File: src/rtl/sys_arr_pkg.sv
package sys_arr_pkg;

    // Array geometry and arithmetic widths
    localparam int N = 4;
    localparam int DW = 8;
    localparam int AW = 20;
    localparam int ROW_W = $clog2(N);

    // Steps from feeder pop to a ready result
    localparam int LAT = 2 * N;

    // Input queue and credit sizing
    localparam int IN_DEPTH = 2;
    localparam int QPTR_W = $clog2(IN_DEPTH);
    localparam int QCNT_W = $clog2(IN_DEPTH + 1);
    localparam int OUT_CREDITS = 4;
    localparam int CREDIT_W = $clog2(OUT_CREDITS + 1);
    localparam int SEQ_W = 8;

    typedef logic signed [DW-1:0] data_t;
    typedef logic signed [AW-1:0] acc_t;

    typedef enum logic {
        kind_weight,
        kind_act
    } beat_kind_t;

    // One queued host beat
    typedef struct packed {
        beat_kind_t kind;
        logic [ROW_W-1:0] row;
        data_t [N-1:0] data;
        acc_t [N-1:0] partial;
    } beat_t;

endpackage

File: src/rtl/sys_arr_ctrl_if.sv
interface sys_arr_ctrl_if;
    import sys_arr_pkg::*;

    // Global pipeline advance
    logic step;
    // Head beat leaves the feeder this step
    logic feed_pop;
    // Feeder head state, back to the control unit
    beat_kind_t head_kind;
    logic head_valid;
    // Result register load and its registered copy
    logic out_fire;
    logic out_valid;

    modport control (
        output step, feed_pop, out_fire, out_valid,
        input  head_kind, head_valid
    );

    modport feeder (
        input  feed_pop,
        output head_kind, head_valid
    );

    modport datapath (
        input step, feed_pop, head_kind, out_fire
    );

endinterface

File: src/rtl/sys_arr_out_stage.sv
module sys_arr_out_stage (
    input  logic clk,
    input  logic nRST,
    sys_arr_ctrl_if.datapath ctrl,
    input  sys_arr_pkg::acc_t [sys_arr_pkg::N-1:0] col_sums,
    input  sys_arr_pkg::acc_t [sys_arr_pkg::N-1:0] partials,
    output sys_arr_pkg::acc_t [sys_arr_pkg::N-1:0] out_data
);
    import sys_arr_pkg::*;

    acc_t [N-1:0] col_total;
    acc_t [N-1:0] aligned;

    for (genvar c = 0; c < N; c++) begin : g_col
        localparam int DELAY = N - 1 - c;

        assign col_total[c] = col_sums[c] + partials[c];

        // Last column finishes last, so it needs no deskew
        if (DELAY == 0) begin : g_direct
            assign aligned[c] = col_total[c];
        end else begin : g_delay
            acc_t dly [DELAY];

            always_ff @(posedge clk, negedge nRST) begin
                if (nRST == 1'b0) begin
                    for (int j = 0; j < DELAY; j++) begin
                        dly[j] <= '0;
                    end
                end else if (ctrl.step) begin
                    dly[0] <= col_total[c];
                    for (int j = 1; j < DELAY; j++) begin
                        dly[j] <= dly[j-1];
                    end
                end
            end

            assign aligned[c] = dly[DELAY-1];
        end
    end

    // Result register
    always_ff @(posedge clk, negedge nRST) begin
        if (nRST == 1'b0) begin
            out_data <= '0;
        end else if (ctrl.out_fire) begin
            out_data <= aligned;
        end
    end

endmodule

File: src/flat_wrapper.sv
// flat-port wrapper written by rule: the top's interface ports become plain ports
module sys_arr_out_stage_flat import sys_arr_pkg::*;
  (clk, nRST, col_sums, partials, out_data, ctrl_step, ctrl_feed_pop, ctrl_head_kind, ctrl_out_fire);
  sys_arr_ctrl_if ctrl_i ();
  input  logic clk;
  input  logic nRST;
  input  sys_arr_pkg::acc_t [sys_arr_pkg::N-1:0] col_sums;
  input  sys_arr_pkg::acc_t [sys_arr_pkg::N-1:0] partials;
  output sys_arr_pkg::acc_t [sys_arr_pkg::N-1:0] out_data;
  input wire logic [$bits(ctrl_i.step)-1:0] ctrl_step;
  input wire logic [$bits(ctrl_i.feed_pop)-1:0] ctrl_feed_pop;
  input wire logic [$bits(ctrl_i.head_kind)-1:0] ctrl_head_kind;
  input wire logic [$bits(ctrl_i.out_fire)-1:0] ctrl_out_fire;
  assign ctrl_i.step = ctrl_step;
  assign ctrl_i.feed_pop = ctrl_feed_pop;
  assign ctrl_i.head_kind = ctrl_head_kind;
  assign ctrl_i.out_fire = ctrl_out_fire;
  sys_arr_out_stage u_core (.clk(clk), .nRST(nRST), .ctrl(ctrl_i), .col_sums(col_sums), .partials(partials), .out_data(out_data));
endmodule
File: config.mk
export PLATFORM = sky130hd
export DESIGN_NAME = sys_arr_out_stage_flat
export DESIGN_NICKNAME = d
export VERILOG_FILES = /design/src/rtl/sys_arr_pkg.sv /design/src/rtl/sys_arr_ctrl_if.sv /design/src/rtl/sys_arr_out_stage.sv /design/src/flat_wrapper.sv
export SDC_FILE = /design/constraint.sdc
export NUM_CORES = 1
export LEC_CHECK = 0
export BUFFER_PORTS_ARGS = -buffer_cell sky130_fd_sc_hd__clkbuf_2
export CORE_ASPECT_RATIO = 1.25
export CORE_MARGIN = 3
export CORE_UTILIZATION = 55
export DETAILED_ROUTE_END_ITERATION = 8
export HOLD_SLACK_MARGIN = 0.02
export PLACE_DENSITY = 0.81
export SLEW_MARGIN = 20
export SYNTH_ARGS = -nofsm -noshare
export SYNTH_HDL_FRONTEND = slang
export SYNTH_SLANG_ARGS = --single-unit
File: constraint.sdc
create_clock -name clk -period 0.95 [get_ports clk]
set_input_delay 0.19 -clock clk [delete_from_list [all_inputs] [get_ports clk]]
set_output_delay 0.19 -clock clk [all_outputs]
set_load 0.01 [all_outputs]
==> flow_metrics.tcl <==
set metrics [dict create \
    syn_area_mm2 0.0108 \
    min_from "col_sums[20]" \
    violations "negative setup slack" \
    start_util 0.568 \
    r2r-start "u_core.out_data[9]" \
    cp-start-kind "input port" \
    worstSkewPairLatency_ns 0.44 \
    seq_area_frac_synth 0.462 \
    die_w_um 131 \
    maxCapViolCount 0 \
    diodes 0 \
    grt_pass1_wl_um 50100 \
    port_buffers 243 \
    hold_violations 0 \
    rsz0062_at_grt "true" \
    max_freq_mhz 394 \
    period_needed_ns 2.54 \
    first_global_vias 10242 \
    status "complete, but fails checks" \
    cts_tree "done" \
    die_y_um 163 \
    mostFrequentLayoutCell "buf_4" \
    synthArstFlopShare 1.00 \
    grt_overflow 0 \
    syn_nets 1151 \
    maxSlewHeadroom 0.690 \
    dp_hpwl_um 20600 \
    criticalPathCategory "input port to flip-flop" \
    routabilityCongestion 0.890 \
    grt_use_total 0.288 \
    num_vias 10114 \
    worst-slew-pin-transition_ns 0.457 \
    cp-end-kind "flip-flop" \
    finalClockSkew_ns 0.00711 \
    fin_cells 1688 \
    post_drt_wl_per_cell_um 22.7 \
    p_leak_nw 8.06 \
    clkTransAtPathRegs_ns 0.08 \
    h-tree-depth 4 \
    rows 56 \
    ys_types 59 \
    drc 0 \
    setup_viol 155 \
    dp.cells 1579 \
    r2r_cells 3 \
    ant_nets 0 \
    slew_violations 0 \
    ir_worst_vdd_mv 1.32 \
    yosysWarnings 0 \
    setup_ws_ns -1.59 \
    clk_path_buf_depth 2 \
    crit_required_ns 1.22 \
    drive_above_1_share 0.626 \
    die-area_mm2 0.0214 \
    worstHoldPathCells 3 \
    vias_per_cell 5.99 \
    crit_arrival_ns 2.81 \
    whs_ns 0.0946 \
    min_path_type "input port to flip-flop" \
    cts_root_buffer "clkbuf_16" \
    cts-buffers-inserted 17 \
    wl_um 38300 \
    synth-main-ff-cell "dfrtp_1" \
    power_density_mw_per_mm2 1900 \
    grt_max_degree 47 \
    crit_fanout 3 \
    dr.pass1.iters 5 \
    synth_edf_count 0 \
    fillers 775 \
    antenna_found_initial 0 \
    crit_start "partials[20]" \
    cts.sinks 200 \
    post-route-period-util 2.67 \
    core_area_mm2 0.0191 \
    pin_count 246 \
    drt_iter0_drc 723 \
    synthToLayoutAreaGrowth_pct 56.9 \
    synth_cells 905 \
    syn_area_per_cell_um2 12.0 \
    mostFrequentLayoutCells "buf_4, dfrtp_1, clkbuf_2, mux2_2, buf_6" \
    nets 1660 \
    synth_seq_cells 200 \
]
-- cell usage after synthesis, drive strengths merged (8+ instances only) --
library cell | n | area share
o21a | 8 | 0.0055
dfrtp | 200 | 0.46
ha | 76 | 0.088
clkbuf | 28 | 0.0097
inv | 23 | 0.0080
nor2 | 33 | 0.011
nand3 | 9 | 0.0042
a21oi | 65 | 0.030
nand2 | 29 | 0.010
a21o | 32 | 0.022
o21ai | 29 | 0.013
nor3 | 11 | 0.0051
xnor2 | 51 | 0.041
nand4 | 11 | 0.0064
mux2 | 186 | 0.19
xor2 | 20 | 0.016
o21bai | 9 | 0.0062
-- worst max-delay path, stage by stage --
cell and delay [ns]:
buf_6 0.10, ha_4 0.16, fa_2 0.37, a211oi_4 0.30, o21bai_2 0.14, o31a_1 0.29
o31a_1 0.30, buf_6 0.14, a21boi_4 0.13, nor2_1 0.08, o311ai_1 0.41, o21ai_1 0.20
-- registers in the layout, summed over array words and instances, names as in the netlist --
| name | count |
|---|---|
| u_core.g_col.g_delay.dly | 80 |
| u_core.out_data | 80 |
| u_core.aligned | 40 |
-- final timing paths --
| check | to | slack [ns] |
|---|---|---|
| setup / recovery | u_core.g_col[1].g_delay.dly[36] | -1.59 |
| hold / removal | u_core.g_col[1].g_delay.dly[20] | 0.09 |
| setup reg to reg | u_core.out_data[9] | -0.11 |
| hold reg to reg | u_core.aligned[0] | 0.51 |
| max in group asynchronous | u_core.g_col[2].g_delay.dly[18] | 0.25 |
| min in group asynchronous | u_core.out_data[28] | 0.19 |
-- power by group --
part	internal (mW)	switching [mW]	total [mW]
Clock	3.54	3.63	7.17
Sequential	11.0	1.69	12.6
Combinational	7.17	5.34	12.5
Total	21.7	10.7	32.3
-- timing repair --
action,CTS,global route
pin swaps,63,73
hold buffers,1,0
hold endpoints to repair,200,0
endpoints found under the setup margin,148,149
buffers inserted,50,42
gates resized for setup,110,206
cloned,0,0
-- cells by family (layout without fill, tap and decap cells) --
logic type                 after synthesis  in the layout  synth area share
DFF                                    200            200             0.462
AOI/OAI and AO/OA                      196            196             0.119
muxes                                  186            186             0.194
and+or+nand+nor                        118            118            0.0536
adders and majority gates               80             80            0.0953
xor gates and xnor gates                71             71            0.0575
buffers and inverters                   54            576            0.0188
-- cell type report --
| type | count | area (um^2) | area share |
|---|---|---|---|
| multi-input combinational | 651 | 7020 | 0.414 |
| sequential | 200 | 5000 | 0.295 |
| timing repair buffer | 521 | 3950 | 0.233 |
| clock buffer | 18 | 429 | 0.0253 |
| tap | 261 | 327 | 0.0192 |
| clock inverter | 14 | 154 | 0.00907 |
| inverter | 23 | 86.3 | 0.00509 |
-- metrics by stage --
step           utilization  setup slack, ns  cell area [um^2]  setup TNS [ns]  power (mW)
6_report             0.891            -1.59             17000          -72.52        32.3
5_1_grt              0.891            -1.68             17000          -77.36        33.7
4_1_cts              0.838            -1.21             16000          -65.02        29.7
3_5_place_dp         0.760            -1.66             14500          -97.58        21.5
3_3_place_gp         0.760            -1.59             14500          -94.10        21.0
2_1_floorplan            -            -1.45             11600          -57.06        17.4
-- per-layer routing --
| layer | GRT usage | vias to the layer above | wire [um] |
|---|---|---|---|
| met4 | 0.129 | 0 | 2470 |
| met2 | 0.545 | 514 | 20500 |
| met3 | 0.0550 | 214 | 2370 |
| met5 | 0 | - | 0 |
| li1 | - | 4327 | - |
| met1 | 0.311 | 5059 | 13000 |
Power figures use the tool's default switching activity.
