==> src/rtl/sys_arr_pkg.sv <==
package sys_arr_pkg;

    // Array geometry and arithmetic widths
    localparam int N = 4;
    localparam int DW = 8;
    localparam int AW = 20;
    localparam int ROW_W = $clog2(N);

    // Steps from feeder pop to a ready result
    localparam int LAT = 2 * N;

    // Input queue and credit sizing
    localparam int IN_DEPTH = 2;
    localparam int QPTR_W = $clog2(IN_DEPTH);
    localparam int QCNT_W = $clog2(IN_DEPTH + 1);
    localparam int OUT_CREDITS = 4;
    localparam int CREDIT_W = $clog2(OUT_CREDITS + 1);
    localparam int SEQ_W = 8;

    typedef logic signed [DW-1:0] data_t;
    typedef logic signed [AW-1:0] acc_t;

    typedef enum logic {
        kind_weight,
        kind_act
    } beat_kind_t;

    // One queued host beat
    typedef struct packed {
        beat_kind_t kind;
        logic [ROW_W-1:0] row;
        data_t [N-1:0] data;
        acc_t [N-1:0] partial;
    } beat_t;

endpackage

==> src/rtl/sys_arr_ctrl_if.sv <==
interface sys_arr_ctrl_if;
    import sys_arr_pkg::*;

    // Global pipeline advance
    logic step;
    // Head beat leaves the feeder this step
    logic feed_pop;
    // Feeder head state, back to the control unit
    beat_kind_t head_kind;
    logic head_valid;
    // Result register load and its registered copy
    logic out_fire;
    logic out_valid;

    modport control (
        output step, feed_pop, out_fire, out_valid,
        input  head_kind, head_valid
    );

    modport feeder (
        input  feed_pop,
        output head_kind, head_valid
    );

    modport datapath (
        input step, feed_pop, head_kind, out_fire
    );

endinterface

==> src/rtl/sys_arr_control_unit.sv <==
module sys_arr_control_unit (
    input  logic clk,
    input  logic nRST,
    sys_arr_ctrl_if.control ctrl,
    input  logic out_credit,
    output logic [sys_arr_pkg::SEQ_W-1:0] out_seq,
    output logic drained
);
    import sys_arr_pkg::*;

    // Tag pipeline follows each activation row through the array
    logic [LAT-1:0] tag_v;
    logic [SEQ_W-1:0] tag_seq [LAT];
    logic [SEQ_W-1:0] next_seq;
    logic [CREDIT_W-1:0] credits;
    logic pop_act;
    logic result_ready;

    assign result_ready = tag_v[LAT-1];

    // Freeze everything when a result waits with no credit left
    assign ctrl.step = !(result_ready && credits == '0);
    assign ctrl.out_fire = result_ready && credits != '0;
    assign ctrl.feed_pop = ctrl.step && ctrl.head_valid;
    assign pop_act = ctrl.feed_pop && ctrl.head_kind == kind_act;

    always_ff @(posedge clk, negedge nRST) begin
        if (nRST == 1'b0) begin
            tag_v <= '0;
            next_seq <= '0;
        end else if (ctrl.step) begin
            tag_v <= {tag_v[LAT-2:0], pop_act};
            if (pop_act) begin
                next_seq <= next_seq + 1'b1;
            end
        end
    end

    always_ff @(posedge clk) begin
        if (ctrl.step) begin
            tag_seq[0] <= next_seq;
            for (int k = 1; k < LAT; k++) begin
                tag_seq[k] <= tag_seq[k-1];
            end
        end
    end

    // Spend on fire, regain on each returned pulse
    always_ff @(posedge clk, negedge nRST) begin
        if (nRST == 1'b0) begin
            credits <= CREDIT_W'(OUT_CREDITS);
        end else if (ctrl.out_fire && !out_credit) begin
            credits <= credits - 1'b1;
        end else if (!ctrl.out_fire && out_credit) begin
            credits <= credits + 1'b1;
        end
    end

    always_ff @(posedge clk, negedge nRST) begin
        if (nRST == 1'b0) begin
            ctrl.out_valid <= 1'b0;
            out_seq <= '0;
            drained <= 1'b1;
        end else begin
            ctrl.out_valid <= ctrl.out_fire;
            if (ctrl.out_fire) begin
                out_seq <= tag_seq[LAT-1];
            end
            drained <= (tag_v == '0) && !ctrl.head_valid;
        end
    end

endmodule

==> src/flat_wrapper.sv <==
// flat-port wrapper written by rule: the top's interface ports become plain ports
module sys_arr_control_unit_flat import sys_arr_pkg::*;
  (clk, nRST, out_credit, out_seq, drained, ctrl_step, ctrl_feed_pop, ctrl_out_fire, ctrl_out_valid, ctrl_head_kind, ctrl_head_valid);
  sys_arr_ctrl_if ctrl_i ();
  input  logic clk;
  input  logic nRST;
  input  logic out_credit;
  output logic [sys_arr_pkg::SEQ_W-1:0] out_seq;
  output logic drained;
  output wire logic [$bits(ctrl_i.step)-1:0] ctrl_step;
  output wire logic [$bits(ctrl_i.feed_pop)-1:0] ctrl_feed_pop;
  output wire logic [$bits(ctrl_i.out_fire)-1:0] ctrl_out_fire;
  output wire logic [$bits(ctrl_i.out_valid)-1:0] ctrl_out_valid;
  input wire logic [$bits(ctrl_i.head_kind)-1:0] ctrl_head_kind;
  input wire logic [$bits(ctrl_i.head_valid)-1:0] ctrl_head_valid;
  assign ctrl_step = ctrl_i.step;
  assign ctrl_feed_pop = ctrl_i.feed_pop;
  assign ctrl_out_fire = ctrl_i.out_fire;
  assign ctrl_out_valid = ctrl_i.out_valid;
  assign ctrl_i.head_kind = ctrl_head_kind;
  assign ctrl_i.head_valid = ctrl_head_valid;
  sys_arr_control_unit u_core (.clk(clk), .nRST(nRST), .ctrl(ctrl_i), .out_credit(out_credit), .out_seq(out_seq), .drained(drained));
endmodule
==> config.mk <==
export PLATFORM = sky130hd
export DESIGN_NAME = sys_arr_control_unit_flat
export DESIGN_NICKNAME = d
export VERILOG_FILES = /design/src/rtl/sys_arr_pkg.sv /design/src/rtl/sys_arr_ctrl_if.sv /design/src/rtl/sys_arr_control_unit.sv /design/src/flat_wrapper.sv
export SDC_FILE = /design/constraint.sdc
export NUM_CORES = 1
export LEC_CHECK = 0
export BUFFER_PORTS_ARGS = -buffer_cell sky130_fd_sc_hd__buf_4
export CAP_MARGIN = 20
export CORE_UTILIZATION = 50
export DETAILED_ROUTE_END_ITERATION = 10
export PLACE_DENSITY_LB_ADDON = 0.15
export SETUP_SLACK_MARGIN = 0.05
export SLEW_MARGIN = 20
export SYNTH_ARGS = -nofsm -noshare
export SYNTH_HDL_FRONTEND = slang
export SYNTH_SLANG_ARGS = --single-unit
==> constraint.sdc <==
create_clock -name clk -period 2.7 [get_ports clk]
set_input_delay 0.54 -clock clk [delete_from_list [all_inputs] [get_ports clk]]
set_output_delay 0.54 -clock clk [all_outputs]
set_load 0.02 [all_outputs]
==> results_dict.tcl <==
set metrics [dict create \
    antenna_found_initial 0 \
    wire_per_inst_um 14.8 \
    ys_warn_count 0 \
    ys_types 26 \
    cp-start-kind "flip-flop" \
    hold_buffers 0 \
    syn_to_final_growth_pct 14.4 \
    total_power_mw 4.23 \
    first_pass_iters 4 \
    insertion_delay_ps 340 \
    netlist_instances 151 \
    reg2reg_to "u_core.credits[1]" \
    ys_seq_area_frac 0.840 \
    reg2reg_depth 6 \
    rrSetupSlack_ps 610 \
    setup_violations 0 \
    worst_ir_drop_vdd_mv 0.564 \
    wirelength_um 3840 \
    clockBufferDepth 2 \
    cts_buffers 9 \
    cts_tree "built" \
    diodes 0 \
    overflow 0 \
    htreeDepth 3 \
    grt_first_pass_wirelength_um 6140 \
    hold_path.class "in2async" \
    grt.total_usage 0.134 \
    cts_setup_buffers 0 \
    finClkSkew_ps 7.35 \
    row_count 28 \
    gp_congestion 0.696 \
    place_hpwl_um 2430 \
    timing.slew.headroom 0.492 \
    drc 0 \
    endpoint_kind "output pin" \
    tightest_slew_ps 763 \
    status "completed" \
    design_area_um2 3610 \
    numClockSinks 93 \
    dp_slack_ps 623 \
    start_util 0.527 \
    die_y_um 81.4 \
    ys_seq_elements 93 \
    power_density_nw_per_um2 1170 \
    fin_ws_ps 481 \
    rsz0062_at_grt "false" \
    clkTransAtPathRegs_ps 80 \
    cts_root_buf "clkbuf_8" \
    crit_type "reg2out" \
    grt_max_degree 65 \
    port-buffer-count 17 \
    core_area_um2 5990 \
    hold_viol_final 0 \
    syn-cell-area_um2 3150 \
    vias 1324 \
    synth.net_count 159 \
    die_area_um2 6630 \
    r2r-start "u_core.credits[1]" \
    tns_ps 0 \
    viasPerCell 5.09 \
    placed_area_um2 3380 \
    die_w_um 81.4 \
    dr.first_iter.drc_count 66 \
    drv_cap 0 \
    ctsResizeCount 0 \
    fmax_mhz 451 \
    syn_area_per_cell_um2 20.9 \
    power_leakage_nw 1.53 \
    period_minus_slack_ps 2220 \
    worstPathArrival_ps 1680 \
    crit_required_ps 2160 \
    finalCritPeriodShare 0.822 \
    ioPinCount 18 \
    fillCellCount 433 \
    timing.hold.ws_ps 108 \
    critPathMaxFanout 16 \
    grt_pass1_vias 1345 \
    drive_above_1_share 0.276 \
    drv_slew 0 \
    nets 188 \
    ant_nets 0 \
]
==> Yosys cell counts <==
cell type	number	area [um^2]
edfxtp_1	64	1920
dfrtp_1	27	676
mux2_2	9	101
xor2_1	9	78.8
inv_1	6	22.5
mux2_1	6	67.6
nand2_1	3	11.3
nor2_1	3	11.3
dfstp_2	2	52.6
ha_1	2	25.0
nand4_1	2	12.5
nor3_1	2	10.0
nor4_1	2	12.5
nor4b_1	2	17.5
a21o_1	1	7.51
buf_6	1	11.3
fa_1	1	20.0
mux2i_1	1	10.0
nand3_1	1	5.00
nor2_2	1	6.26
nor2b_1	1	6.26
nor3b_1	1	7.51
nor4b_4	1	23.8
o31ai_4	1	21.3
or2_2	1	6.26
xnor2_1	1	8.76
==> where the power goes <==
group | internal [mW] | leakage (nW) | total [mW] | switching (mW)
Combinational | 0.320 | 0.332 | 0.681 | 0.361
Clock | 0.545 | 0.112 | 0.988 | 0.443
Sequential | 2.29 | 1.08 | 2.56 | 0.270
==> metal layers <==
metal / vias up / share of wire / track usage
met4: 0 / 0.025 / 0.0964
li1: 614 / - / -
met2: 24 / 0.52 / 0.222
met3: 12 / 0.033 / 0.0400
met5: - / 0 / 0
met1: 674 / 0.42 / 0.148
==> through the flow <==
step                 util  cells
finish              0.602    260
global route        0.602    260
CTS                 0.602    260
detailed placement  0.565    244
global placement    0.565    244
floorplan               -    151
==> cells by family (layout without fill, tap and decap cells) <==
kind of cell	count (synthesis)	in the layout	synth area share
muxes	16	16	0.0567
and+or+nand+nor	20	20	0.0413
adders and majority gates	3	3	0.0143
buffers and inverters	7	41	0.0107
DFF	93	93	0.840
AOI/OAI and AO/OA	2	2	0.00912
xor gates and xnor gates	10	10	0.0278
==> cells in the final DEF (no fill, tap or decap), types with 2 or more instances in the layout <==
master,synthesis,routed
ha_1,2,2
clkbuf_8,0,10
nor2_1,3,3
mux2_2,9,9
inv_1,6,5
buf_4,0,19
dfrtp_1,27,27
nor3_1,2,2
nor4b_1,2,2
nand4_1,2,2
xor2_1,9,9
mux2_1,6,6
dfstp_2,2,2
bufinv_16,0,2
edfxtp_1,64,64
nor4_1,2,2
clkinv_2,0,2
clkinvlp_4,0,2
nand2_1,3,3
==> worst max-delay path, stage by stage (launching register included) <==
cell     delay, ps
dfrtp_1        460
nor4b_4        350
buf_4          290
nor2b_1         70
buf_4          160
==> cell type report <==
type	count	area, um^2	area share
Tap cell	75	93.8	0.0260
Inverter	6	26.3	0.00728
Clock inverter	6	86.3	0.0239
Multi-Input combinational cell	51	470	0.130
Timing Repair Buffer	19	143	0.0395
Clock buffer	10	138	0.0382
Sequential cell	93	2650	0.735
==> registers in the layout (all words and copies together) (netlist names) <==
name                   count
u_core.tag_v               8
u_core.out_seq             8
u_core.drained             1
u_core.tag_seq            64
u_core.next_seq            8
u_core.ctrl.out_valid      1
u_core.credits             3
==> worst max path at each step <==
stage	startpoint	to	cells past startpoint
global placement	u_core.credits[1]	u_core.credits[1]	6
finish	u_core.credits[1]	ctrl_feed_pop	4
CTS	u_core.credits[1]	ctrl_feed_pop	4
floorplan	u_core.credits[1]	u_core.tag_seq[0][0]	3
global route	u_core.credits[1]	ctrl_out_fire	3
detailed placement	u_core.credits[1]	u_core.credits[1]	6
(Power assumes the default switching activity.)
