## config.mk

```make
export PLATFORM = sky130hd
export DESIGN_NAME = sys_arr_feeder_flat
export DESIGN_NICKNAME = d
export VERILOG_FILES = /design/src/rtl/sys_arr_pkg.sv /design/src/rtl/sys_arr_ctrl_if.sv /design/src/rtl/sys_arr_feeder.sv /design/src/flat_wrapper.sv
export SDC_FILE = /design/constraint.sdc
export NUM_CORES = 1
export LEC_CHECK = 0
export ABC_AREA = 1
export BUFFER_PORTS_ARGS = -buffer_cell sky130_fd_sc_hd__buf_4
export CORE_MARGIN = 10
export CORE_UTILIZATION = 52
export DETAILED_ROUTE_END_ITERATION = 10
export PLACE_DENSITY = 0.9
export SLEW_MARGIN = 20
export SYNTH_ARGS = -nofsm -noshare
export SYNTH_HDL_FRONTEND = slang
export SYNTH_SLANG_ARGS = --single-unit
```

## constraint.sdc

```tcl
create_clock -name clk -period 6.6 [get_ports clk]
set_input_delay 1.32 -clock clk [delete_from_list [all_inputs] [get_ports clk]]
set_output_delay 1.32 -clock clk [all_outputs]
set_load 0.005 [all_outputs]
```

## src/rtl/sys_arr_pkg.sv

```systemverilog
package sys_arr_pkg;

    // Array geometry and arithmetic widths
    localparam int N = 4;
    localparam int DW = 8;
    localparam int AW = 20;
    localparam int ROW_W = $clog2(N);

    // Steps from feeder pop to a ready result
    localparam int LAT = 2 * N;

    // Input queue and credit sizing
    localparam int IN_DEPTH = 2;
    localparam int QPTR_W = $clog2(IN_DEPTH);
    localparam int QCNT_W = $clog2(IN_DEPTH + 1);
    localparam int OUT_CREDITS = 4;
    localparam int CREDIT_W = $clog2(OUT_CREDITS + 1);
    localparam int SEQ_W = 8;

    typedef logic signed [DW-1:0] data_t;
    typedef logic signed [AW-1:0] acc_t;

    typedef enum logic {
        kind_weight,
        kind_act
    } beat_kind_t;

    // One queued host beat
    typedef struct packed {
        beat_kind_t kind;
        logic [ROW_W-1:0] row;
        data_t [N-1:0] data;
        acc_t [N-1:0] partial;
    } beat_t;

endpackage

```

## src/rtl/sys_arr_ctrl_if.sv

```systemverilog
interface sys_arr_ctrl_if;
    import sys_arr_pkg::*;

    // Global pipeline advance
    logic step;
    // Head beat leaves the feeder this step
    logic feed_pop;
    // Feeder head state, back to the control unit
    beat_kind_t head_kind;
    logic head_valid;
    // Result register load and its registered copy
    logic out_fire;
    logic out_valid;

    modport control (
        output step, feed_pop, out_fire, out_valid,
        input  head_kind, head_valid
    );

    modport feeder (
        input  feed_pop,
        output head_kind, head_valid
    );

    modport datapath (
        input step, feed_pop, head_kind, out_fire
    );

endinterface

```

## src/rtl/sys_arr_feeder.sv

```systemverilog
module sys_arr_feeder (
    input  logic clk,
    input  logic nRST,
    input  logic in_valid,
    input  sys_arr_pkg::beat_kind_t in_kind,
    input  logic [sys_arr_pkg::ROW_W-1:0] in_row,
    input  sys_arr_pkg::data_t [sys_arr_pkg::N-1:0] in_data,
    input  sys_arr_pkg::acc_t [sys_arr_pkg::N-1:0] in_partial,
    output logic in_credit,
    sys_arr_ctrl_if.feeder ctrl,
    output sys_arr_pkg::beat_t head
);
    import sys_arr_pkg::*;

    beat_t queue [IN_DEPTH];
    logic [QPTR_W-1:0] wr_ptr;
    logic [QPTR_W-1:0] rd_ptr;
    logic [QCNT_W-1:0] count;

    // Host holds a credit for every beat, so a write always finds room
    always_ff @(posedge clk) begin
        if (in_valid) begin
            queue[wr_ptr] <= '{kind: in_kind, row: in_row, data: in_data, partial: in_partial};
        end
    end

    always_ff @(posedge clk, negedge nRST) begin
        if (nRST == 1'b0) begin
            wr_ptr <= '0;
            rd_ptr <= '0;
            count <= '0;
            in_credit <= 1'b0;
        end else begin
            if (in_valid) begin
                wr_ptr <= (wr_ptr == QPTR_W'(IN_DEPTH - 1)) ? '0 : wr_ptr + 1'b1;
            end
            if (ctrl.feed_pop) begin
                rd_ptr <= (rd_ptr == QPTR_W'(IN_DEPTH - 1)) ? '0 : rd_ptr + 1'b1;
            end
            case ({in_valid, ctrl.feed_pop})
                2'b10: count <= count + 1'b1;
                2'b01: count <= count - 1'b1;
                default: count <= count;
            endcase
            // One credit back per beat that leaves
            in_credit <= ctrl.feed_pop;
        end
    end

    assign head = queue[rd_ptr];
    assign ctrl.head_valid = (count != '0);
    assign ctrl.head_kind = head.kind;

endmodule

```

## src/flat_wrapper.sv

```systemverilog
// flat-port wrapper written by rule: the top's interface ports become plain ports
module sys_arr_feeder_flat import sys_arr_pkg::*;
  (clk, nRST, in_valid, in_kind, in_row, in_data, in_partial, in_credit, head, ctrl_feed_pop, ctrl_head_kind, ctrl_head_valid);
  sys_arr_ctrl_if ctrl_i ();
  input  logic clk;
  input  logic nRST;
  input  logic in_valid;
  input  sys_arr_pkg::beat_kind_t in_kind;
  input  logic [sys_arr_pkg::ROW_W-1:0] in_row;
  input  sys_arr_pkg::data_t [sys_arr_pkg::N-1:0] in_data;
  input  sys_arr_pkg::acc_t [sys_arr_pkg::N-1:0] in_partial;
  output logic in_credit;
  output sys_arr_pkg::beat_t head;
  input wire logic [$bits(ctrl_i.feed_pop)-1:0] ctrl_feed_pop;
  output wire logic [$bits(ctrl_i.head_kind)-1:0] ctrl_head_kind;
  output wire logic [$bits(ctrl_i.head_valid)-1:0] ctrl_head_valid;
  assign ctrl_i.feed_pop = ctrl_feed_pop;
  assign ctrl_head_kind = ctrl_i.head_kind;
  assign ctrl_head_valid = ctrl_i.head_valid;
  sys_arr_feeder u_core (.clk(clk), .nRST(nRST), .in_valid(in_valid), .in_kind(in_kind), .in_row(in_row), .in_data(in_data), .in_partial(in_partial), .in_credit(in_credit), .ctrl(ctrl_i), .head(head));
endmodule
```

==> summary.md <==
| Metric | Value |
|---|---|
| CTS tree | yes |
| Period utilisation layout | 58.3% |
| Port buffer count | 236 |
| Cell Pwr Density | between 400 and 500 nW/µm² |
| Maximum Capacitance Violations | 0 |
| Initial antenna violation count | 1 |
| CP endpoint | head[29] |
| Grt met3 use | under 10% |
| Synth area leader | edfxtp_1 |
| Vias in the first global route | between 5,000 and 6,000 |
| Worst-Margin Slew | just over 1000 ps |
| Design Power | 0.00483 W |
| Worst VDD drop | ~0.35 mV |
| Switching Share | 29.0% |
| Io pins | approximately 240 |
| Final ANT Viol Nets | 0 |
| Unrepaired setup endpoints after global routing | no |
| Reg-to-reg critical path startpoint | u_core.wr_ptr |
| Syn Inst Count | around 630 |
| Syn Area/Cell | ~14 µm² |
| Gr usage total | 16.4% |
| Share of the synthesized area in the top cell type | between 70 and 80% |
| Global-route wire length before repair | roughly 29 mm |
| Post CTS Setup Buffer Count | 0 |
| Commonest non-fill, non-tap cell in the layout | buf_4 |
| CTS HTree Levels | 1 |
| Clock Sinks | 235 |
| Die ar. | 22,700 µm² |
| Critical Path RT | 5280 ps |
| Worst-case reg-to-reg path depth | 3 |
| Most frequent cells in the layout | buf_4 (237), edfxtp_1 (230), nand2_1 (121), inv_1 (120), o21ai_0 (100) |
| Clock transition at path regs | ~60 ps |
| Global routing's busiest layer | met2 |
| Min Tclk post-route | just under 4000 ps |
| Clk_skew | between 15 and 20 ps |
| Final WS setup | 2750 ps |
| CP startpoint | u_core.rd_ptr |
| Met2 Usage GRT | 30.5% |
| Clock Latency Late Sink | ~500 ps |
| Final #Nets | between 900 and 1,000 |
| Area of the mapped netlist | 8880 µm² |
| Slew HR | between 30% and 40% |
| Outcome | completed |
| Residual DRC | 0 |
| Largest net degree at the start of global routing | ~130 |
| Post-synth EDFFs | between 200 and 250 |
| Routability cong. | 0.757 |
| CORE AREA | around 17,000 µm² |
| Drt total wl | between 15 and 20 mm |
| Part of the power in registers | 44.2% |
| Final hold violation count | 0 |
| Initial Util | between 50% and 60% |
| Seq. cell area | between 7000 and 8000 µm² |
| Fill count | 1,080 |
| Final Max Tran Viols | 0 |
| CTS Hold Bufs | 0 |
| Drt initial violations | 279 |
| Syn-to-layout area delta | 29.9% |
| Avg Vias per Cell | between 4 and 5 |
| CP Max Fanout | between 100 and 150 |
| # setup viols final | 0 |
| Die width | roughly 150 µm |
| Worst r2r dst | u_core.queue[1][96] |
| Placed cell area | roughly 11,000 µm² |
| Main flop type after synthesis | edfxtp_1 |
| Detailed Place HPWL | about 13 mm |
| Crit path launch type | register |
| Die Ht | 151 µm |
| Clock network power share | 27.1% |
| Cts bufs inserted | 23 |
| Seq cells post-synth | 235 |
| Via count | between 5,000 and 6,000 |
| Comb power frac | between 20% and 30% |
| Async S/R FF share, synth | under 10% |
| Clk root buf | clkbuf_16 |
| Gr ovfl total | 0 |
| Type of the worst min-delay path | reg2reg |
| Hold_ws | just under 500 ps |
| Critical path class | reg2out |
| Synth cell types | 18 |
| Place WS | ~3300 ps |
| Fmax | roughly 260 MHz |
| Met1 Use GR | approximately 16% |
| Cts repair resizes | 0 |
| Syn_nets | roughly 750 |
| Switch Pwr | roughly 0.0014 W |
| Routed len/inst | around 18 µm |
| Yosys Warn Count | 0 |
| Setup_tns | 0 ps |
| First-pass DRT Iterations | 4 |
| Layout cells sized above 1 | about a third |
| Multi-input logic area | between 1000 and 1500 µm² |
| Synth area leaders | edfxtp_1 (78%), o21ai_0 (5.6%), inv_1 (5.1%) |
| R2r setup slk | between 4000 and 5000 ps |
| Cell leakage power | slightly below 5 nW |
| CTS max path bufs | 3 |
| Setup crit end kind | primary output |
| Pint | between 0.003 and 0.004 W |
| Arr. time, crit path | 2530 ps |
| Sequential fraction of the synthesis area | just under 80% |
| Post-Layout Inst Area | 11,500 µm² |
| Row cnt | 47 |
## logic make-up (layout without fill, tap and decap cells)
family                     count (synthesis)  after routing  share of synthesized area [%]
AOI/OAI and AO/OA                        115            115                           7.12
buffers and inverters                    147            402                           7.94
DFF                                      235            235                           79.2
and+or+nand+nor                          124            124                           5.29
adders and majority gates                  1              1                          0.141
xor gates and xnor gates                   3              3                          0.296
other                                      0              1                              0
## synthesized netlist by cell type (2+ instances only)
cell,n
nand2_1,121
o21ai_2,15
xor2_1,2
buf_2,2
edfxtp_1,230
clkbuf_1,4
buf_6,5
clkbuf_4,4
dfrtp_1,5
buf_4,2
clkbuf_8,9
inv_1,121
o21ai_0,100
## flip-flops by register name, summed over array words and instances, names as in the netlist
| name | count |
|---|---|
| u_core.queue | 230 |
| u_core.wr_ptr | 1 |
| u_core.in_credit | 1 |
| u_core.count | 2 |
| u_core.rd_ptr | 1 |
## power groups by stage
| stage | Sequential, W | Combinational (W) | Clock [W] |
|---|---|---|---|
| after global routing | 0.00216 | 0.00153 | 0.00139 |
| final | 0.00213 | 0.00138 | 0.00131 |
| after CTS | 0.00214 | 0.00141 | 0.00133 |
| after floorplan | 0.00209 | 0.000740 | 0 |
| after global placement | 0.00215 | 0.00135 | 0 |
| after detailed placement | 0.00216 | 0.00140 | 0 |
## through the flow
stage | util, % | cells
after CTS | 69.1 | 1099
after detailed placement | 64.5 | 1058
after floorplan | - | 625
after global placement | 64.5 | 1058
final | 69.3 | 1101
after global routing | 69.2 | 1100
## critical path, cell delays in order, from the launching register on
cell and delay, ps:
dfrtp_4 1020, buf_12 460, nand2_1 140, o21ai_2 110, buf_4 140
## area by class of cell
class | count | area share [%]
flip-flops and latches | 235 | 61.0
repair buffers | 240 | 16.0
multi-input cells | 243 | 9.95
clock buffers | 27 | 5.12
inverters | 121 | 3.96
well taps | 220 | 2.39
clock inverters | 14 | 1.49
diodes | 1 | 0.0217
## how the worst min path moves through the flow
stage                         start  cells after the start              end  slack, ps
floorplan           u_core.count[1]                      2  u_core.count[1]        440
finish              u_core.count[1]                      2  u_core.count[1]        500
global route        u_core.count[0]                      1  u_core.count[0]        530
detailed placement  u_core.count[1]                      2  u_core.count[1]        480
CTS                 u_core.count[1]                      2  u_core.count[1]        500
global placement    u_core.count[1]                      2  u_core.count[1]        450
## routing by layer
metal	vias up	share of wire, %
met4	0	2.0
met3	33	10
met1	2540	35
met2	201	53
li1	2597	-
met5	-	0
No activity file was read; power rests on OpenSTA's default activity.
