`src/rtl/sys_arr_pkg.sv`:
```
package sys_arr_pkg;

    // Array geometry and arithmetic widths
    localparam int N = 4;
    localparam int DW = 8;
    localparam int AW = 20;
    localparam int ROW_W = $clog2(N);

    // Steps from feeder pop to a ready result
    localparam int LAT = 2 * N;

    // Input queue and credit sizing
    localparam int IN_DEPTH = 2;
    localparam int QPTR_W = $clog2(IN_DEPTH);
    localparam int QCNT_W = $clog2(IN_DEPTH + 1);
    localparam int OUT_CREDITS = 4;
    localparam int CREDIT_W = $clog2(OUT_CREDITS + 1);
    localparam int SEQ_W = 8;

    typedef logic signed [DW-1:0] data_t;
    typedef logic signed [AW-1:0] acc_t;

    typedef enum logic {
        kind_weight,
        kind_act
    } beat_kind_t;

    // One queued host beat
    typedef struct packed {
        beat_kind_t kind;
        logic [ROW_W-1:0] row;
        data_t [N-1:0] data;
        acc_t [N-1:0] partial;
    } beat_t;

endpackage

```
`src/rtl/sys_arr_ctrl_if.sv`:
```
interface sys_arr_ctrl_if;
    import sys_arr_pkg::*;

    // Global pipeline advance
    logic step;
    // Head beat leaves the feeder this step
    logic feed_pop;
    // Feeder head state, back to the control unit
    beat_kind_t head_kind;
    logic head_valid;
    // Result register load and its registered copy
    logic out_fire;
    logic out_valid;

    modport control (
        output step, feed_pop, out_fire, out_valid,
        input  head_kind, head_valid
    );

    modport feeder (
        input  feed_pop,
        output head_kind, head_valid
    );

    modport datapath (
        input step, feed_pop, head_kind, out_fire
    );

endinterface

```
`src/rtl/sys_arr_pe.sv`:
```
module sys_arr_pe (
    input  logic clk,
    input  logic nRST,
    input  logic step,
    input  sys_arr_pkg::data_t act_in,
    input  sys_arr_pkg::data_t weight,
    input  sys_arr_pkg::acc_t sum_in,
    output sys_arr_pkg::data_t act_out,
    output sys_arr_pkg::acc_t sum_out
);
    import sys_arr_pkg::*;

    acc_t mac;

    // Signed product widened to the accumulator, wraps mod 2^AW
    assign mac = sum_in + act_in * weight;

    always_ff @(posedge clk, negedge nRST) begin
        if (nRST == 1'b0) begin
            act_out <= '0;
            sum_out <= '0;
        end else if (step) begin
            act_out <= act_in;
            sum_out <= mac;
        end
    end

endmodule

```
`src/rtl/sys_arr_grid.sv`:
```
module sys_arr_grid (
    input  logic clk,
    input  logic nRST,
    sys_arr_ctrl_if.datapath ctrl,
    input  logic [sys_arr_pkg::ROW_W-1:0] w_row,
    input  sys_arr_pkg::data_t [sys_arr_pkg::N-1:0] w_data,
    input  sys_arr_pkg::data_t [sys_arr_pkg::N-1:0] act_lanes,
    output sys_arr_pkg::acc_t [sys_arr_pkg::N-1:0] col_sums
);
    import sys_arr_pkg::*;

    // Stationary weights, one row per register
    data_t [N-1:0] w_reg [N];
    // Activations move right, sums move down
    data_t act_h [N][N+1];
    acc_t sum_v [N+1][N];

    always_ff @(posedge clk) begin
        if (ctrl.feed_pop && ctrl.head_kind == kind_weight) begin
            w_reg[w_row] <= w_data;
        end
    end

    for (genvar k = 0; k < N; k++) begin : g_row
        assign act_h[k][0] = act_lanes[k];

        for (genvar c = 0; c < N; c++) begin : g_col
            sys_arr_pe pe (
                .clk(clk),
                .nRST(nRST),
                .step(ctrl.step),
                .act_in(act_h[k][c]),
                .weight(w_reg[k][c]),
                .sum_in(sum_v[k][c]),
                .act_out(act_h[k][c+1]),
                .sum_out(sum_v[k+1][c])
            );
        end
    end

    for (genvar c = 0; c < N; c++) begin : g_edge
        // Top row starts from zero
        assign sum_v[0][c] = '0;
        assign col_sums[c] = sum_v[N][c];
    end

endmodule

```
`src/flat_wrapper.sv`:
```
// flat-port wrapper written by rule: the top's interface ports become plain ports
module sys_arr_grid_flat import sys_arr_pkg::*;
  (clk, nRST, w_row, w_data, act_lanes, col_sums, ctrl_step, ctrl_feed_pop, ctrl_head_kind, ctrl_out_fire);
  sys_arr_ctrl_if ctrl_i ();
  input  logic clk;
  input  logic nRST;
  input  logic [sys_arr_pkg::ROW_W-1:0] w_row;
  input  sys_arr_pkg::data_t [sys_arr_pkg::N-1:0] w_data;
  input  sys_arr_pkg::data_t [sys_arr_pkg::N-1:0] act_lanes;
  output sys_arr_pkg::acc_t [sys_arr_pkg::N-1:0] col_sums;
  input wire logic [$bits(ctrl_i.step)-1:0] ctrl_step;
  input wire logic [$bits(ctrl_i.feed_pop)-1:0] ctrl_feed_pop;
  input wire logic [$bits(ctrl_i.head_kind)-1:0] ctrl_head_kind;
  input wire logic [$bits(ctrl_i.out_fire)-1:0] ctrl_out_fire;
  assign ctrl_i.step = ctrl_step;
  assign ctrl_i.feed_pop = ctrl_feed_pop;
  assign ctrl_i.head_kind = ctrl_head_kind;
  assign ctrl_i.out_fire = ctrl_out_fire;
  sys_arr_grid u_core (.clk(clk), .nRST(nRST), .ctrl(ctrl_i), .w_row(w_row), .w_data(w_data), .act_lanes(act_lanes), .col_sums(col_sums));
endmodule
```
`config.mk`:
```
export PLATFORM = sky130hd
export DESIGN_NAME = sys_arr_grid_flat
export DESIGN_NICKNAME = d
export VERILOG_FILES = /design/src/rtl/sys_arr_pkg.sv /design/src/rtl/sys_arr_ctrl_if.sv /design/src/rtl/sys_arr_pe.sv /design/src/rtl/sys_arr_grid.sv /design/src/flat_wrapper.sv
export SDC_FILE = /design/constraint.sdc
export NUM_CORES = 2
export LEC_CHECK = 0
export BUFFER_PORTS_ARGS = -buffer_cell sky130_fd_sc_hd__clkbuf_2
export CORE_MARGIN = 2
export CORE_UTILIZATION = 50
export DETAILED_ROUTE_END_ITERATION = 6
export PLACE_DENSITY = 0.66
export REMOVE_ABC_BUFFERS = 1
export SYNTH_ARGS = -nofsm -noshare
export SYNTH_HDL_FRONTEND = slang
export SYNTH_SLANG_ARGS = --single-unit
```
`constraint.sdc`:
```
create_clock -name clk -period 7.45 [get_ports clk]
set_clock_uncertainty 0.2 [all_clocks]
set_input_delay 0.745 -clock clk [delete_from_list [all_inputs] [get_ports clk]]
set_output_delay 0.745 -clock clk [all_outputs]
set_load 0.02 [all_outputs]
```
==> results_dict.tcl <==
set metrics [dict create \
    status "completed" \
    min_period_over_period 0.936 \
    fin_crit_ns 6.97 \
    reg2reg_depth 27 \
    finalSetupTns_ns 0 \
    cp.arrival_ns 7.29 \
    core_um2 136000 \
    slew_headroom 0.343 \
    synth-edff-count 128 \
    layout.cells.non_filler 9056 \
    dp_hpwl_um 124000 \
    final_area_um2 74000 \
    synth_top_area_cell "fa_1" \
    syn_inst 7053 \
    hold_violations 0 \
    avgRoutedWirePerCell_um 16.8 \
    clock_latency_ns 0.68 \
    ys_types 76 \
    cp_max_fo 8 \
    first_iter_violations 2454 \
    dpl.cell_count 8915 \
    fmax_mhz 143 \
    viasPerCell 5.31 \
    crit_path_end_kind "flop" \
    crit_type "reg -> reg" \
    fp.dieH_um 374 \
    worstHoldPathType "in -> reg" \
    cp-start-kind "flop" \
    cap_viol_max_count 0 \
    vias 48100 \
    h-tree-depth 3 \
    ys_ff_latch 528 \
    min_to "u_core.w_reg[1][24]$_DFFE_PP_" \
    cts_inserted_buffers 71 \
    path_clk_slew_ns 0.06 \
    die_w_um 374 \
    cts_sinks 528 \
    synthArstFlopShare 0.758 \
    synth_ff_type "dfrtp_1" \
    layout.nets 8872 \
    first_pass_iters 5 \
    drcViolationCount 0 \
    synth_top_area_share 0.260 \
    final_util 0.545 \
    grtUsageTotal 0.224 \
    rr_endpoint "u_core.g_row[2].g_col[0].pe.sum_out[19]$_DFFE_PN0P_" \
    postPlaceCellArea_um2 71500 \
    yosysMostFrequentCell "inv_1" \
    overflow 0 \
    grt_pass1_wl_um 256000 \
    grt_max_degree 152 \
    wl_um 153000 \
    antenna_found_initial 7 \
    cts_tree "done" \
    ys_top_cells_by_count "inv_1, fa_1, ha_1" \
    root_buffer "clkbuf_16" \
    worst_pin_slew_ns 0.986 \
    die-area_um2 140000 \
    postRouteAntennaNets 0 \
    whs_path_depth 1 \
    finalSetupViolCount 0 \
    drv_slew 0 \
    grt_pass1_vias 48900 \
    min_from "w_data[24]" \
    start_util 0.505 \
    io_pins 152 \
    yosysSeqAreaShare 0.202 \
    cp.required_ns 7.77 \
    finalWeightedCongestion 0.887 \
    r2r_start "u_core.w_reg[2][3]$_DFFE_PP_" \
    yosys-top-cells-area "fa_1, dfrtp_1, ha_1" \
    syn_to_final_growth_pct 8.00 \
    drive_gt1_frac 0.0848 \
    rsz0062_at_grt "false" \
    cts.path.max_buffers 3 \
    ys_warn_count 0 \
    largest_reg_flops 304 \
    rrSetupSlack_ns 0.48 \
    syn-cell-area_um2 68600 \
    num_rows 135 \
    syn_avg_cell_area_um2 9.72 \
    io_buffers 150 \
]
[cell families (layout without fill, tap and decap cells)]
family | count (synthesis) | after routing | share of synthesized area
adders and majority gates | 1592 | 1592 | 0.388
and+or+nand+nor | 1782 | 1782 | 0.139
other | 0 | 8 | 0
xor gates and xnor gates | 384 | 384 | 0.0499
muxes | 279 | 279 | 0.0458
buffers and inverters | 1527 | 1741 | 0.0836
AOI/OAI and AO/OA | 961 | 961 | 0.0919
DFF | 528 | 528 | 0.202
[placed cells by master, fill, tap and decap left out, drive strengths merged, types with 36 or more instances in the layout]
cell type  Yosys  routed
dfrtp        400     400
buf            5      37
nand3         80      80
nor2b        111     111
o21bai        56      56
xor2          63      63
edfxtp       128     128
fa           892     892
and2         687     687
ha           700     700
xnor2        317     317
nor2         215     215
a21oi        278     278
nand2        393     393
nor3          89      89
or3           36      36
mux2         279     279
o21ai        166     166
nand2b        51      51
inv         1423    1428
a211oi        47      47
a21o         105     105
clkbuf        99     236
[layer usage]
layer	vias up	wire length, um	global-route usage
li1	23000	-	-
met5	-	0	0
met4	0	2370	0.0482
met2	840	69500	0.358
met1	24100	74100	0.328
met3	144	6670	0.0273
[repair_timing]
| action | 4_1_cts | 5_1_grt |
|---|---|---|
| hold buffers | 1 | 0 |
| hold endpoints to repair | 59 | 0 |
| setup buffers | 0 | 0 |
| resized for setup | 0 | 0 |
[per-stage QoR]
step | hold WS (ns) | setup slack (ns)
after CTS | 0.119 | 0.535
after detailed placement | 0.270 | 0.153
after global routing | 0.160 | 0.144
after global placement | 0.268 | 0.320
final | 0.174 | 0.480
after floorplan | 0.249 | 1.03
[worst max-delay path by stage]
stage / slack, ns / to / cells after the start / start
floorplan: 1.03 / u_core.g_row[3].g_col[0].pe.sum_out[19]$_DFFE_PN0P_ / 25 / act_lanes[29]
global placement: 0.32 / u_core.g_row[3].g_col[0].pe.sum_out[19]$_DFFE_PN0P_ / 26 / act_lanes[29]
detailed placement: 0.15 / u_core.g_row[2].g_col[0].pe.sum_out[19]$_DFFE_PN0P_ / 28 / act_lanes[22]
CTS: 0.53 / u_core.g_row[2].g_col[0].pe.sum_out[19]$_DFFE_PN0P_ / 27 / u_core.w_reg[2][1]$_DFFE_PP_
global route: 0.14 / u_core.g_row[2].g_col[0].pe.sum_out[19]$_DFFE_PN0P_ / 27 / u_core.w_reg[2][1]$_DFFE_PP_
finish: 0.48 / u_core.g_row[2].g_col[0].pe.sum_out[19]$_DFFE_PN0P_ / 27 / u_core.w_reg[2][3]$_DFFE_PP_
[critical path, cell delays in order (launching register included)]
cell and delay (ns):
edfxtp_1 0.51, and2_1 0.21, fa_1 0.50, inv_1 0.06, fa_1 0.53, inv_1 0.05, fa_1 0.51, inv_1 0.06
fa_1 0.48, inv_1 0.04, ha_1 0.31, a21oi_1 0.21, o21bai_1 0.10, a21oi_1 0.24, o21bai_1 0.10, a21oi_1 0.28
nor2b_1 0.09, o311ai_0 0.48, buf_4 0.21, ha_1 0.24, a21oi_1 0.19, o21ai_0 0.15, a31oi_1 0.17, a21boi_0 0.28
a32o_1 0.23, xnor2_1 0.14, xnor2_1 0.16, a21oi_1 0.09
[area by class of cell]
| class | instances | area (um^2) |
|---|---|---|
| antenna | 8 | 20.0 |
| clock buffer | 88 | 1970 |
| clock inverter | 44 | 532 |
| fill | 12200 | 61800 |
| inverter | 1423 | 5350 |
| multi-input combinational | 4998 | 49000 |
| sequential | 528 | 13900 |
| tap | 1781 | 2230 |
| timing repair buffer | 186 | 1090 |
Power is not shown: default switching activity piles up to over one toggle a cycle in this logic, so the estimate is an artifact.
