## src/rtl/sys_arr_pkg.sv

```systemverilog
package sys_arr_pkg;

    // Array geometry and arithmetic widths
    localparam int N = 4;
    localparam int DW = 8;
    localparam int AW = 20;
    localparam int ROW_W = $clog2(N);

    // Steps from feeder pop to a ready result
    localparam int LAT = 2 * N;

    // Input queue and credit sizing
    localparam int IN_DEPTH = 2;
    localparam int QPTR_W = $clog2(IN_DEPTH);
    localparam int QCNT_W = $clog2(IN_DEPTH + 1);
    localparam int OUT_CREDITS = 4;
    localparam int CREDIT_W = $clog2(OUT_CREDITS + 1);
    localparam int SEQ_W = 8;

    typedef logic signed [DW-1:0] data_t;
    typedef logic signed [AW-1:0] acc_t;

    typedef enum logic {
        kind_weight,
        kind_act
    } beat_kind_t;

    // One queued host beat
    typedef struct packed {
        beat_kind_t kind;
        logic [ROW_W-1:0] row;
        data_t [N-1:0] data;
        acc_t [N-1:0] partial;
    } beat_t;

endpackage

```

## src/rtl/sys_arr_lane_if.sv

```systemverilog
interface sys_arr_lane_if #(
    parameter type lane_t = logic
) ();
    import sys_arr_pkg::*;

    logic shift;
    logic in_valid;
    lane_t [N-1:0] in_lanes;
    lane_t [N-1:0] out_lanes;

    modport writer (
        output shift, in_valid, in_lanes,
        input  out_lanes
    );

    modport fifo (
        input  shift, in_valid, in_lanes,
        output out_lanes
    );

endinterface

```

## src/rtl/sys_arr_skew_fifo.sv

```systemverilog
module sys_arr_skew_fifo #(
    parameter type lane_t = logic,
    parameter int BASE = 0
) (
    input  logic clk,
    input  logic nRST,
    sys_arr_lane_if.fifo lanes
);
    import sys_arr_pkg::*;

    // Lane i holds BASE+i+1 registers: the write plus BASE+i more shifts
    for (genvar i = 0; i < N; i++) begin : g_lane
        localparam int DEPTH = BASE + i + 1;

        lane_t pipe [DEPTH];

        always_ff @(posedge clk, negedge nRST) begin
            if (nRST == 1'b0) begin
                for (int j = 0; j < DEPTH; j++) begin
                    pipe[j] <= '0;
                end
            end else if (lanes.shift) begin
                // Bubbles travel as zero
                pipe[0] <= lanes.in_valid ? lanes.in_lanes[i] : '0;
                for (int j = 1; j < DEPTH; j++) begin
                    pipe[j] <= pipe[j-1];
                end
            end
        end

        assign lanes.out_lanes[i] = pipe[DEPTH-1];
    end

endmodule

```

## src/flat_wrapper.sv

```systemverilog
// flat-port wrapper written by rule: the top's interface ports become plain ports
module sys_arr_skew_fifo_flat import sys_arr_pkg::*;
#(
    parameter type lane_t = logic,
    parameter int BASE = 0
)
  (clk, nRST, lanes_shift, lanes_in_valid, lanes_in_lanes, lanes_out_lanes);
  sys_arr_lane_if #(.lane_t(lane_t)) lanes_i ();
  input  logic clk;
  input  logic nRST;
  input wire logic [$bits(lanes_i.shift)-1:0] lanes_shift;
  input wire logic [$bits(lanes_i.in_valid)-1:0] lanes_in_valid;
  input wire logic [$bits(lanes_i.in_lanes)-1:0] lanes_in_lanes;
  output wire logic [$bits(lanes_i.out_lanes)-1:0] lanes_out_lanes;
  assign lanes_i.shift = lanes_shift;
  assign lanes_i.in_valid = lanes_in_valid;
  assign lanes_i.in_lanes = lanes_in_lanes;
  assign lanes_out_lanes = lanes_i.out_lanes;
  sys_arr_skew_fifo #(.lane_t(lane_t), .BASE(BASE)) u_core (.clk(clk), .nRST(nRST), .lanes(lanes_i));
endmodule
```

## config.mk

```make
export PLATFORM = sky130hd
export DESIGN_NAME = sys_arr_skew_fifo_flat
export DESIGN_NICKNAME = d
export VERILOG_FILES = /design/src/rtl/sys_arr_pkg.sv /design/src/rtl/sys_arr_lane_if.sv /design/src/rtl/sys_arr_skew_fifo.sv /design/src/flat_wrapper.sv
export SDC_FILE = /design/constraint.sdc
export NUM_CORES = 1
export LEC_CHECK = 0
export ABC_AREA = 1
export BUFFER_PORTS_ARGS = -buffer_cell sky130_fd_sc_hd__buf_4
export CELL_PAD_IN_SITES_DETAIL_PLACEMENT = 0
export CELL_PAD_IN_SITES_GLOBAL_PLACEMENT = 1
export CORE_AREA = 10 10 47 49
export DETAILED_ROUTE_END_ITERATION = 8
export DIE_AREA = 0 0 57 59
export GPL_TIMING_DRIVEN = 1
export PLACE_DENSITY_LB_ADDON = 0.1
export SLEW_MARGIN = 0
export SYNTH_ARGS = -nofsm -noshare
export SYNTH_HDL_FRONTEND = slang
export SYNTH_SLANG_ARGS = --single-unit
```

## constraint.sdc

```tcl
create_clock -name clk -period 0.8 [get_ports clk]
set_input_delay 0.12 -clock clk [delete_from_list [all_inputs] [get_ports clk]]
set_output_delay 0.12 -clock clk [all_outputs]
set_load 0.05 [all_outputs]
```

==> run_results.csv, run 1 <==
group,metric,value,unit
setup_path,worst_r2r_start,"u_core.lanes.out_lanes[3]",
clocking,htree_num_levels,1,
synthesis,area_of_the_mapped_netlist,412.9,um2
pwr,sequentialPowerShare,0.513,
floorplanning,initial_utilization,0.2946,
synthesis,ys_seq_elements,10,
setup_path,cp_slowest_cell,"dfrtp_1",
synthesis,yosysWarningCount,0,
floorplanning,die_area,0.003363,mm2
setup_path,critPathMaxStageDelay,0.39,ns
clocking,cts_tree,"yes",
run_status,run_status,"finished with violations",
placement,place_ws,0.1272,ns
routing,drtAntennaViolNets,0,
synthesis,ys_async_rst_share,1.000,
pwr,p_int,0.0008179,W
flow_run,count_of_max_cap_constraint_violations,0,
grt,grt_remaining_overflow,0,
routing,drt_drc_violations_left,0,
setup_path,crit_path_kind,"flop to output pin",
placement,post_detail_place_hpwl,617.6,um
synthesis,netlist-cell-type-count,6,
placement,gp_congestion,0.6664,
pwr,part_of_the_total_power_dissipated_in_combinational_logic,0.202,
pwr,leakage_component_of_the_power,0.2998,nW
synthesis,synth_area_leader_cell,"dfrtp_1",
synthesis,largest_cells_by_area_after_synthesis,"dfrtp_1, nand2_1, buf_4",
setup_path,cp_max_fo,2,
grt,first_pass_grt_wire_length,1.469,mm
timing,timing.final.crit_share,1.148,
floorplanning,core-area,0.001401,mm2
pwr,power.net_switching,0.0003148,W
setup_path,crit_path_end_kind,"output pin",
min_path,worst_hold_startpoint,"lanes_in_lanes[0]",
timing,maxSlewViolCount,0,
synthesis,syn-instance-count,46,
clocking,clkLatencyLatePin,0.25,ns
grt,grt_use_total,0.05636,
clocking,clock_tree.root_cell,"clkbuf_4",
timing,max_clock_freq,1.089,GHz
grt,initial_antenna_violation_count,0,
finish,instances_no_fill,73,
routing,via_count,323,
routing,wl_per_cell,10.81,um
min_path,min_delay_path_depth,3,
setup_path,worst_path_dominant_cell_family,"flip-flops",
routing,drt_pre_antenna_iters,4,
synthesis,synth_seq_area_share,0.6061,
synthesis,share_of_the_synthesized_area_in_the_top_cell_type,0.6061,
timing,timing_hold_violations_final,0,
timing,finClkSkew,0.004400,ns
synthesis,syn_area_cell,8.976,um2
pwr,power_density_normalized_to_cell_area,2140,mW/mm2
routing,finalWirelength,789,um
finish,final_layout_size_suffix_gt1_frac,0.2807,
timing,finalWorstSetupSlack,-0.1186,ns
timing,slew_headroom,0.8965,
routing,vias_per_cell,4.425,
timing,period_minus_slack,0.9186,ns
floorplanning,x_dimension_of_the_die,57,um
finish,stdcell_area,529.3,um2
timing,rsz0062_at_grt,"true",
grt,grt_max_degree,12,
clocking,ctsLongestPathBuffers,2,
clocking,clock_sinks,10,
setup_path,path_cells,"buf_6",
setup_path,worstPathBufferInverterCount,1,
finish,area_growth,28.18,%
floorplanning,io_pins,12,
grt,grt_pass1_vias,363,
placement,placed_insts,68,
setup_path,crit_arrival,0.80,ns
setup_path,regToRegSetupSlack,0.08,ns
placement,buffer_ports.inserted,11,
setup_path,reg2reg_depth,3,
min_path,hold_path_sink,"u_core.g_lane[0].pipe",
finish,antenna_cells_inserted,0,
timing,finalSetupViolations,4,
synthesis,cell_types_with_the_highest_counts_after_synthesis,"nand2_1, dfrtp_1, buf_4, nand3_1",
floorplanning,die_y,59,um
synthesis,number_of_flops_mapped_to_enable_cells_by_yosys,0,
run_status,violations,"setup timing",
synthesis,postSynth.topFlopCell,"dfrtp_1",
clocking,cts_made_buffers,3,
finish,finalCoreUtilization,0.3777,
clocking,cts.clk_slew.worst_paths,0.06,ns
min_path,holdCritPathClass,"primary input to flop",
setup_path,critical_path.reg2reg.endpoint,"u_core.lanes.out_lanes[3]",
setup_path,worst-endpoint-required,0.68,ns
pwr,power,0.001133,W
synthesis,synth_nets,54,
floorplanning,rows,14,
routing,drt-initial-drc-count,2,
pwr,power_switching_share,0.2779,
timing,tightestPinTransition,0.1550,ns
pwr,clock_power_share,0.286,
finish,fin_nets,67,
placement,placement.cell_area,474.2,um2
synthesis,synthMostInstantiatedCell,"nand2_1",
setup_path,start_kind,"flop",
pwr,vdd_drop_max,0.7928,mV
[through the flow]
step	setup TNS (ns)	hold slack, ns
6_report	-0.4607	0.08921
5_1_grt	-0.5944	0.1006
4_1_cts	-0.5077	0.08431
3_5_place_dp	0	-0.04459
3_3_place_gp	0	-0.04761
2_1_floorplan	0	-0.1756
[how the worst max path moves through the flow]
stage,to,startpoint,cells past startpoint
final,lanes_out_lanes[3],u_core.lanes.out_lanes[3],1
after floorplan,lanes_out_lanes[0],u_core.g_lane[0].pipe,1
after global placement,lanes_out_lanes[1],u_core.lanes.out_lanes[1],1
after CTS,lanes_out_lanes[1],u_core.lanes.out_lanes[1],1
after global routing,lanes_out_lanes[1],u_core.lanes.out_lanes[1],1
after detailed placement,lanes_out_lanes[1],u_core.lanes.out_lanes[1],1
[cells in the final DEF, fill, tap and decap left out]
master / count
nand3_1: 4
inv_2: 1
buf_6: 4
buf_4: 8
clkbuf_4: 3
nand2_1: 26
dlygate4sd3_1: 1
dfrtp_1: 10
[timing repair]
| item | in CTS | in global routing |
|---|---|---|
| endpoints found under the hold margin | 10 | 0 |
| resized for setup | 4 | 0 |
| buffers inserted | 1 | 0 |
| hold buffers | 1 | 0 |
| endpoints found under the setup margin | 4 | 4 |
[worst min-delay path: stages]
cell and delay (ns):
buf_4 0.07, nand3_1 0.05, nand2_1 0.06
[flip-flops by register name, indices dropped and copies added (netlist names)]
name / flops
u_core.g_lane.pipe: 7
u_core.lanes.out_lanes: 3
[routing by layer]
metal,wire (um),up-vias,GRT usage
met1,325,149,0.05263
met4,6,0,0.05034
met5,0,-,0
met2,343,12,0.08217
li1,-,160,-
met3,113,2,0.03863
[power groups by stage]
stage	clock (W)	combinational [W]	sequential, W
after global placement	0	0.000204	0.000583
after CTS	0.000337	0.000234	0.000581
after detailed placement	0	0.000208	0.000586
after global routing	0.000357	0.000252	0.000587
final	0.000324	0.000228	0.000581
after floorplan	0	0.000159	0.000580
[final cells by class]
cell class	instances	area (um2)
repair buffers	13	115.1
fillers	161	872.1
flip-flops and latches	10	250.2
multi-input cells	30	117.6
clock buffers	3	22.52
inverters	1	3.754
well taps	16	20.02
[cells by family (layout without fill, tap and decap cells)]
family,after synthesis,count (layout),share of synthesized area
flops,10,10,0.6061
buf+inv,6,17,0.1091
simple gates,30,30,0.2848
Power figures use the tool's default switching activity.
==> run 2: changes to the inputs <==
- CORE_AREA: 10 10 47 49 -> 2 2 39 41
- DIE_AREA: 0 0 57 59 -> 0 0 41 43
==> run 2 against run 1 <==
The flow still finishes with violations (setup timing). Combinational power shrank 4%. Critical endpoint is now lanes_out_lanes[2]. Register-to-register slack improved by 0.10 ns. Cell area decreased by 1.4%. Flip-flop and latch count unchanged. Highest routed layer is now met3. Routed wire length fell by 11%. Die area fell by 48%. Sequential power about the same. Fmax decreased by 0.90%.
==> run_results.csv, run 2 (synthesis results as in run 1) <==
group,metric,value,unit
finish,top_library_cells_by_usage_in_the_layout_fill_and_taps_aside,"nand2_1, dfrtp_1, buf_4",
floorplanning,core-area,0.001384,mm2
placement,gp_congestion,0.6515,
finish,largest_register_ffs,7,
setup_path,start_kind,"flop",
clocking,clkLatencyLatePin,0.25,ns
setup_path,cp_max_fo,2,
clocking,ctsLongestPathBuffers,2,
clocking,cts_made_buffers,3,
timing,rsz0062_at_grt,"true",
timing,slew_headroom,0.8925,
flow_run,count_of_max_cap_constraint_violations,0,
setup_path,path_cells,"buf_6",
clocking,cts_tree,"yes",
setup_path,crit_path_kind,"flop to output pin",
pwr,leakage_component_of_the_power,0.2946,nW
finish,multi_input_comb_area,117.6,um2
grt,initial_antenna_violation_count,0,
run_status,violations,"setup timing",
placement,buffer_ports.inserted,11,
finish,final_layout_size_suffix_gt1_frac,0.2679,
clocking,cts_post_setup_buffers_inserted,0,
floorplanning,initial_utilization,0.2984,
pwr,vdd_drop_max,0.6634,mV
setup_path,crit_path_end_kind,"output pin",
finish,area_growth,26.36,%
routing,wl_per_cell,9.736,um
timing,finalSetupViolations,4,
setup_path,worst_path_dominant_cell_family,"flip-flops",
routing,drt_drc_violations_left,0,
routing,via_count,301,
finish,register_area,250.2,um2
routing,finalWirelength,701,um
floorplanning,die_y,43,um
finish,layout.cells.most_common,"nand2_1",
clocking,cts.clk_slew.worst_paths,0.06,ns
timing,max_clock_freq,1.079,GHz
routing,drtAntennaViolNets,0,
grt,first_pass_grt_wire_length,1.242,mm
setup_path,worstPathBufferInverterCount,1,
timing,totalNegativeSetupSlack,-0.4862,ns
timing,timing.final.crit_share,1.159,
clocking,clock_tree.root_cell,"clkbuf_4",
grt,grt_use_total,0.1078,
routing,drt_pre_antenna_iters,4,
timing,maxSlewViolCount,0,
setup_path,crit_arrival,0.81,ns
floorplanning,rows,14,
routing,vias_per_cell,4.181,
floorplanning,io_pins,12,
setup_path,critPathMaxStageDelay,0.39,ns
timing,finalWorstSetupSlack,-0.1269,ns
setup_path,worst-endpoint-required,0.68,ns
placement,post_detail_place_hpwl,499.3,um
floorplanning,x_dimension_of_the_die,41,um
finish,largest_register,"u_core.g_lane.pipe",
timing,timing_hold_violations_final,0,
run_status,run_status,"finished with violations",
timing,tightestPinTransition,0.1610,ns
grt,grt_pass1_vias,318,
setup_path,cp_slowest_cell,"dfrtp_1",
timing,finClkSkew,0.0006836,ns
placement,placed_insts,68,
clocking,htree_num_levels,1,
pwr,power_density_normalized_to_cell_area,2159,mW/mm2
finish,antenna_cells_inserted,0,
grt,grt_max_degree,12,
min_path,holdCritPathClass,"primary input to flop",
finish,fin_nets,66,
routing,drt-initial-drc-count,7,
grt,grt_remaining_overflow,0,
floorplanning,die_area,0.001763,mm2
timing,period_minus_slack,0.9269,ns
finish,instances_no_fill,72,
finish,fill_cells,151,
clocking,clock_sinks,10,
[run 2: cell count changes in the layout (fill, tap and decap cells not counted)]
cell   before  now
buf_4       8    7
[run 2: what timing repair did]
action                                  4_1_cts  5_1_grt
endpoints found under the hold margin        10        0
pin swaps                                     0        0
endpoints found under the setup margin        4        4
gates resized for setup                       4        0
gates cloned                                  0        0
hold buffers                                  1        0
[run 2: final cells by class]
type / count / area share
Inverter: 1 / 0.007194
Timing Repair Buffer: 12 / 0.2062
Clock buffer: 3 / 0.04317
Sequential cell: 10 / 0.4796
Tap cell: 16 / 0.03837
Multi-Input combinational cell: 30 / 0.2254
[run 2: per-layer routing]
layer / global-route usage / up-vias / routed length, um
met5: 0 / - / 0
met4: 0.08000 / 0 / 0
met3: 0.03141 / 0 / 51
met2: 0.1344 / 12 / 303
met1: 0.1510 / 132 / 346
li1: - / 157 / -
[run 2: final timing paths]
check / from / cells after the start / slack [ns] / to
max: u_core.lanes.out_lanes[2] / 1 / -0.13 / lanes_out_lanes[2]
min: lanes_in_lanes[0] / 3 / 0.08 / u_core.g_lane[0].pipe
max reg2reg: u_core.lanes.out_lanes[2] / 2 / 0.18 / u_core.lanes.out_lanes[2]
min reg2reg: u_core.g_lane[3].pipe[1] / 2 / 0.47 / u_core.lanes.out_lanes[3]
max in group asynchronous: nRST / 2 / 0.43 / u_core.g_lane[2].pipe[1]
min in group asynchronous: nRST / 2 / 0.23 / u_core.lanes.out_lanes[2]
[run 2: worst min-delay path: stages]
cell,delay [ns]
buf_4,0.07
nand3_1,0.05
nand2_1,0.06
[run 2: through the flow]
stage	utilization	instance area, um2	hold slack (ns)	power (W)	setup slack, ns
6_report	0.3770	521.8	0.08229	0.001127	-0.1269
2_1_floorplan	-	412.9	-0.1756	0.0007396	0.1461
4_1_cts	0.3770	521.8	0.07468	0.001146	-0.1386
3_3_place_gp	0.3427	474.2	-0.04792	0.0007857	0.1388
3_5_place_dp	0.3427	474.2	-0.04383	0.0007907	0.1274
5_1_grt	0.3770	521.8	0.08086	0.001191	-0.1491
[run 2: report_power, final]
group	internal [W]	switching, W
Combinational	0.0000852	0.000132
Sequential	0.000553	0.0000280
Clock	0.000173	0.000155
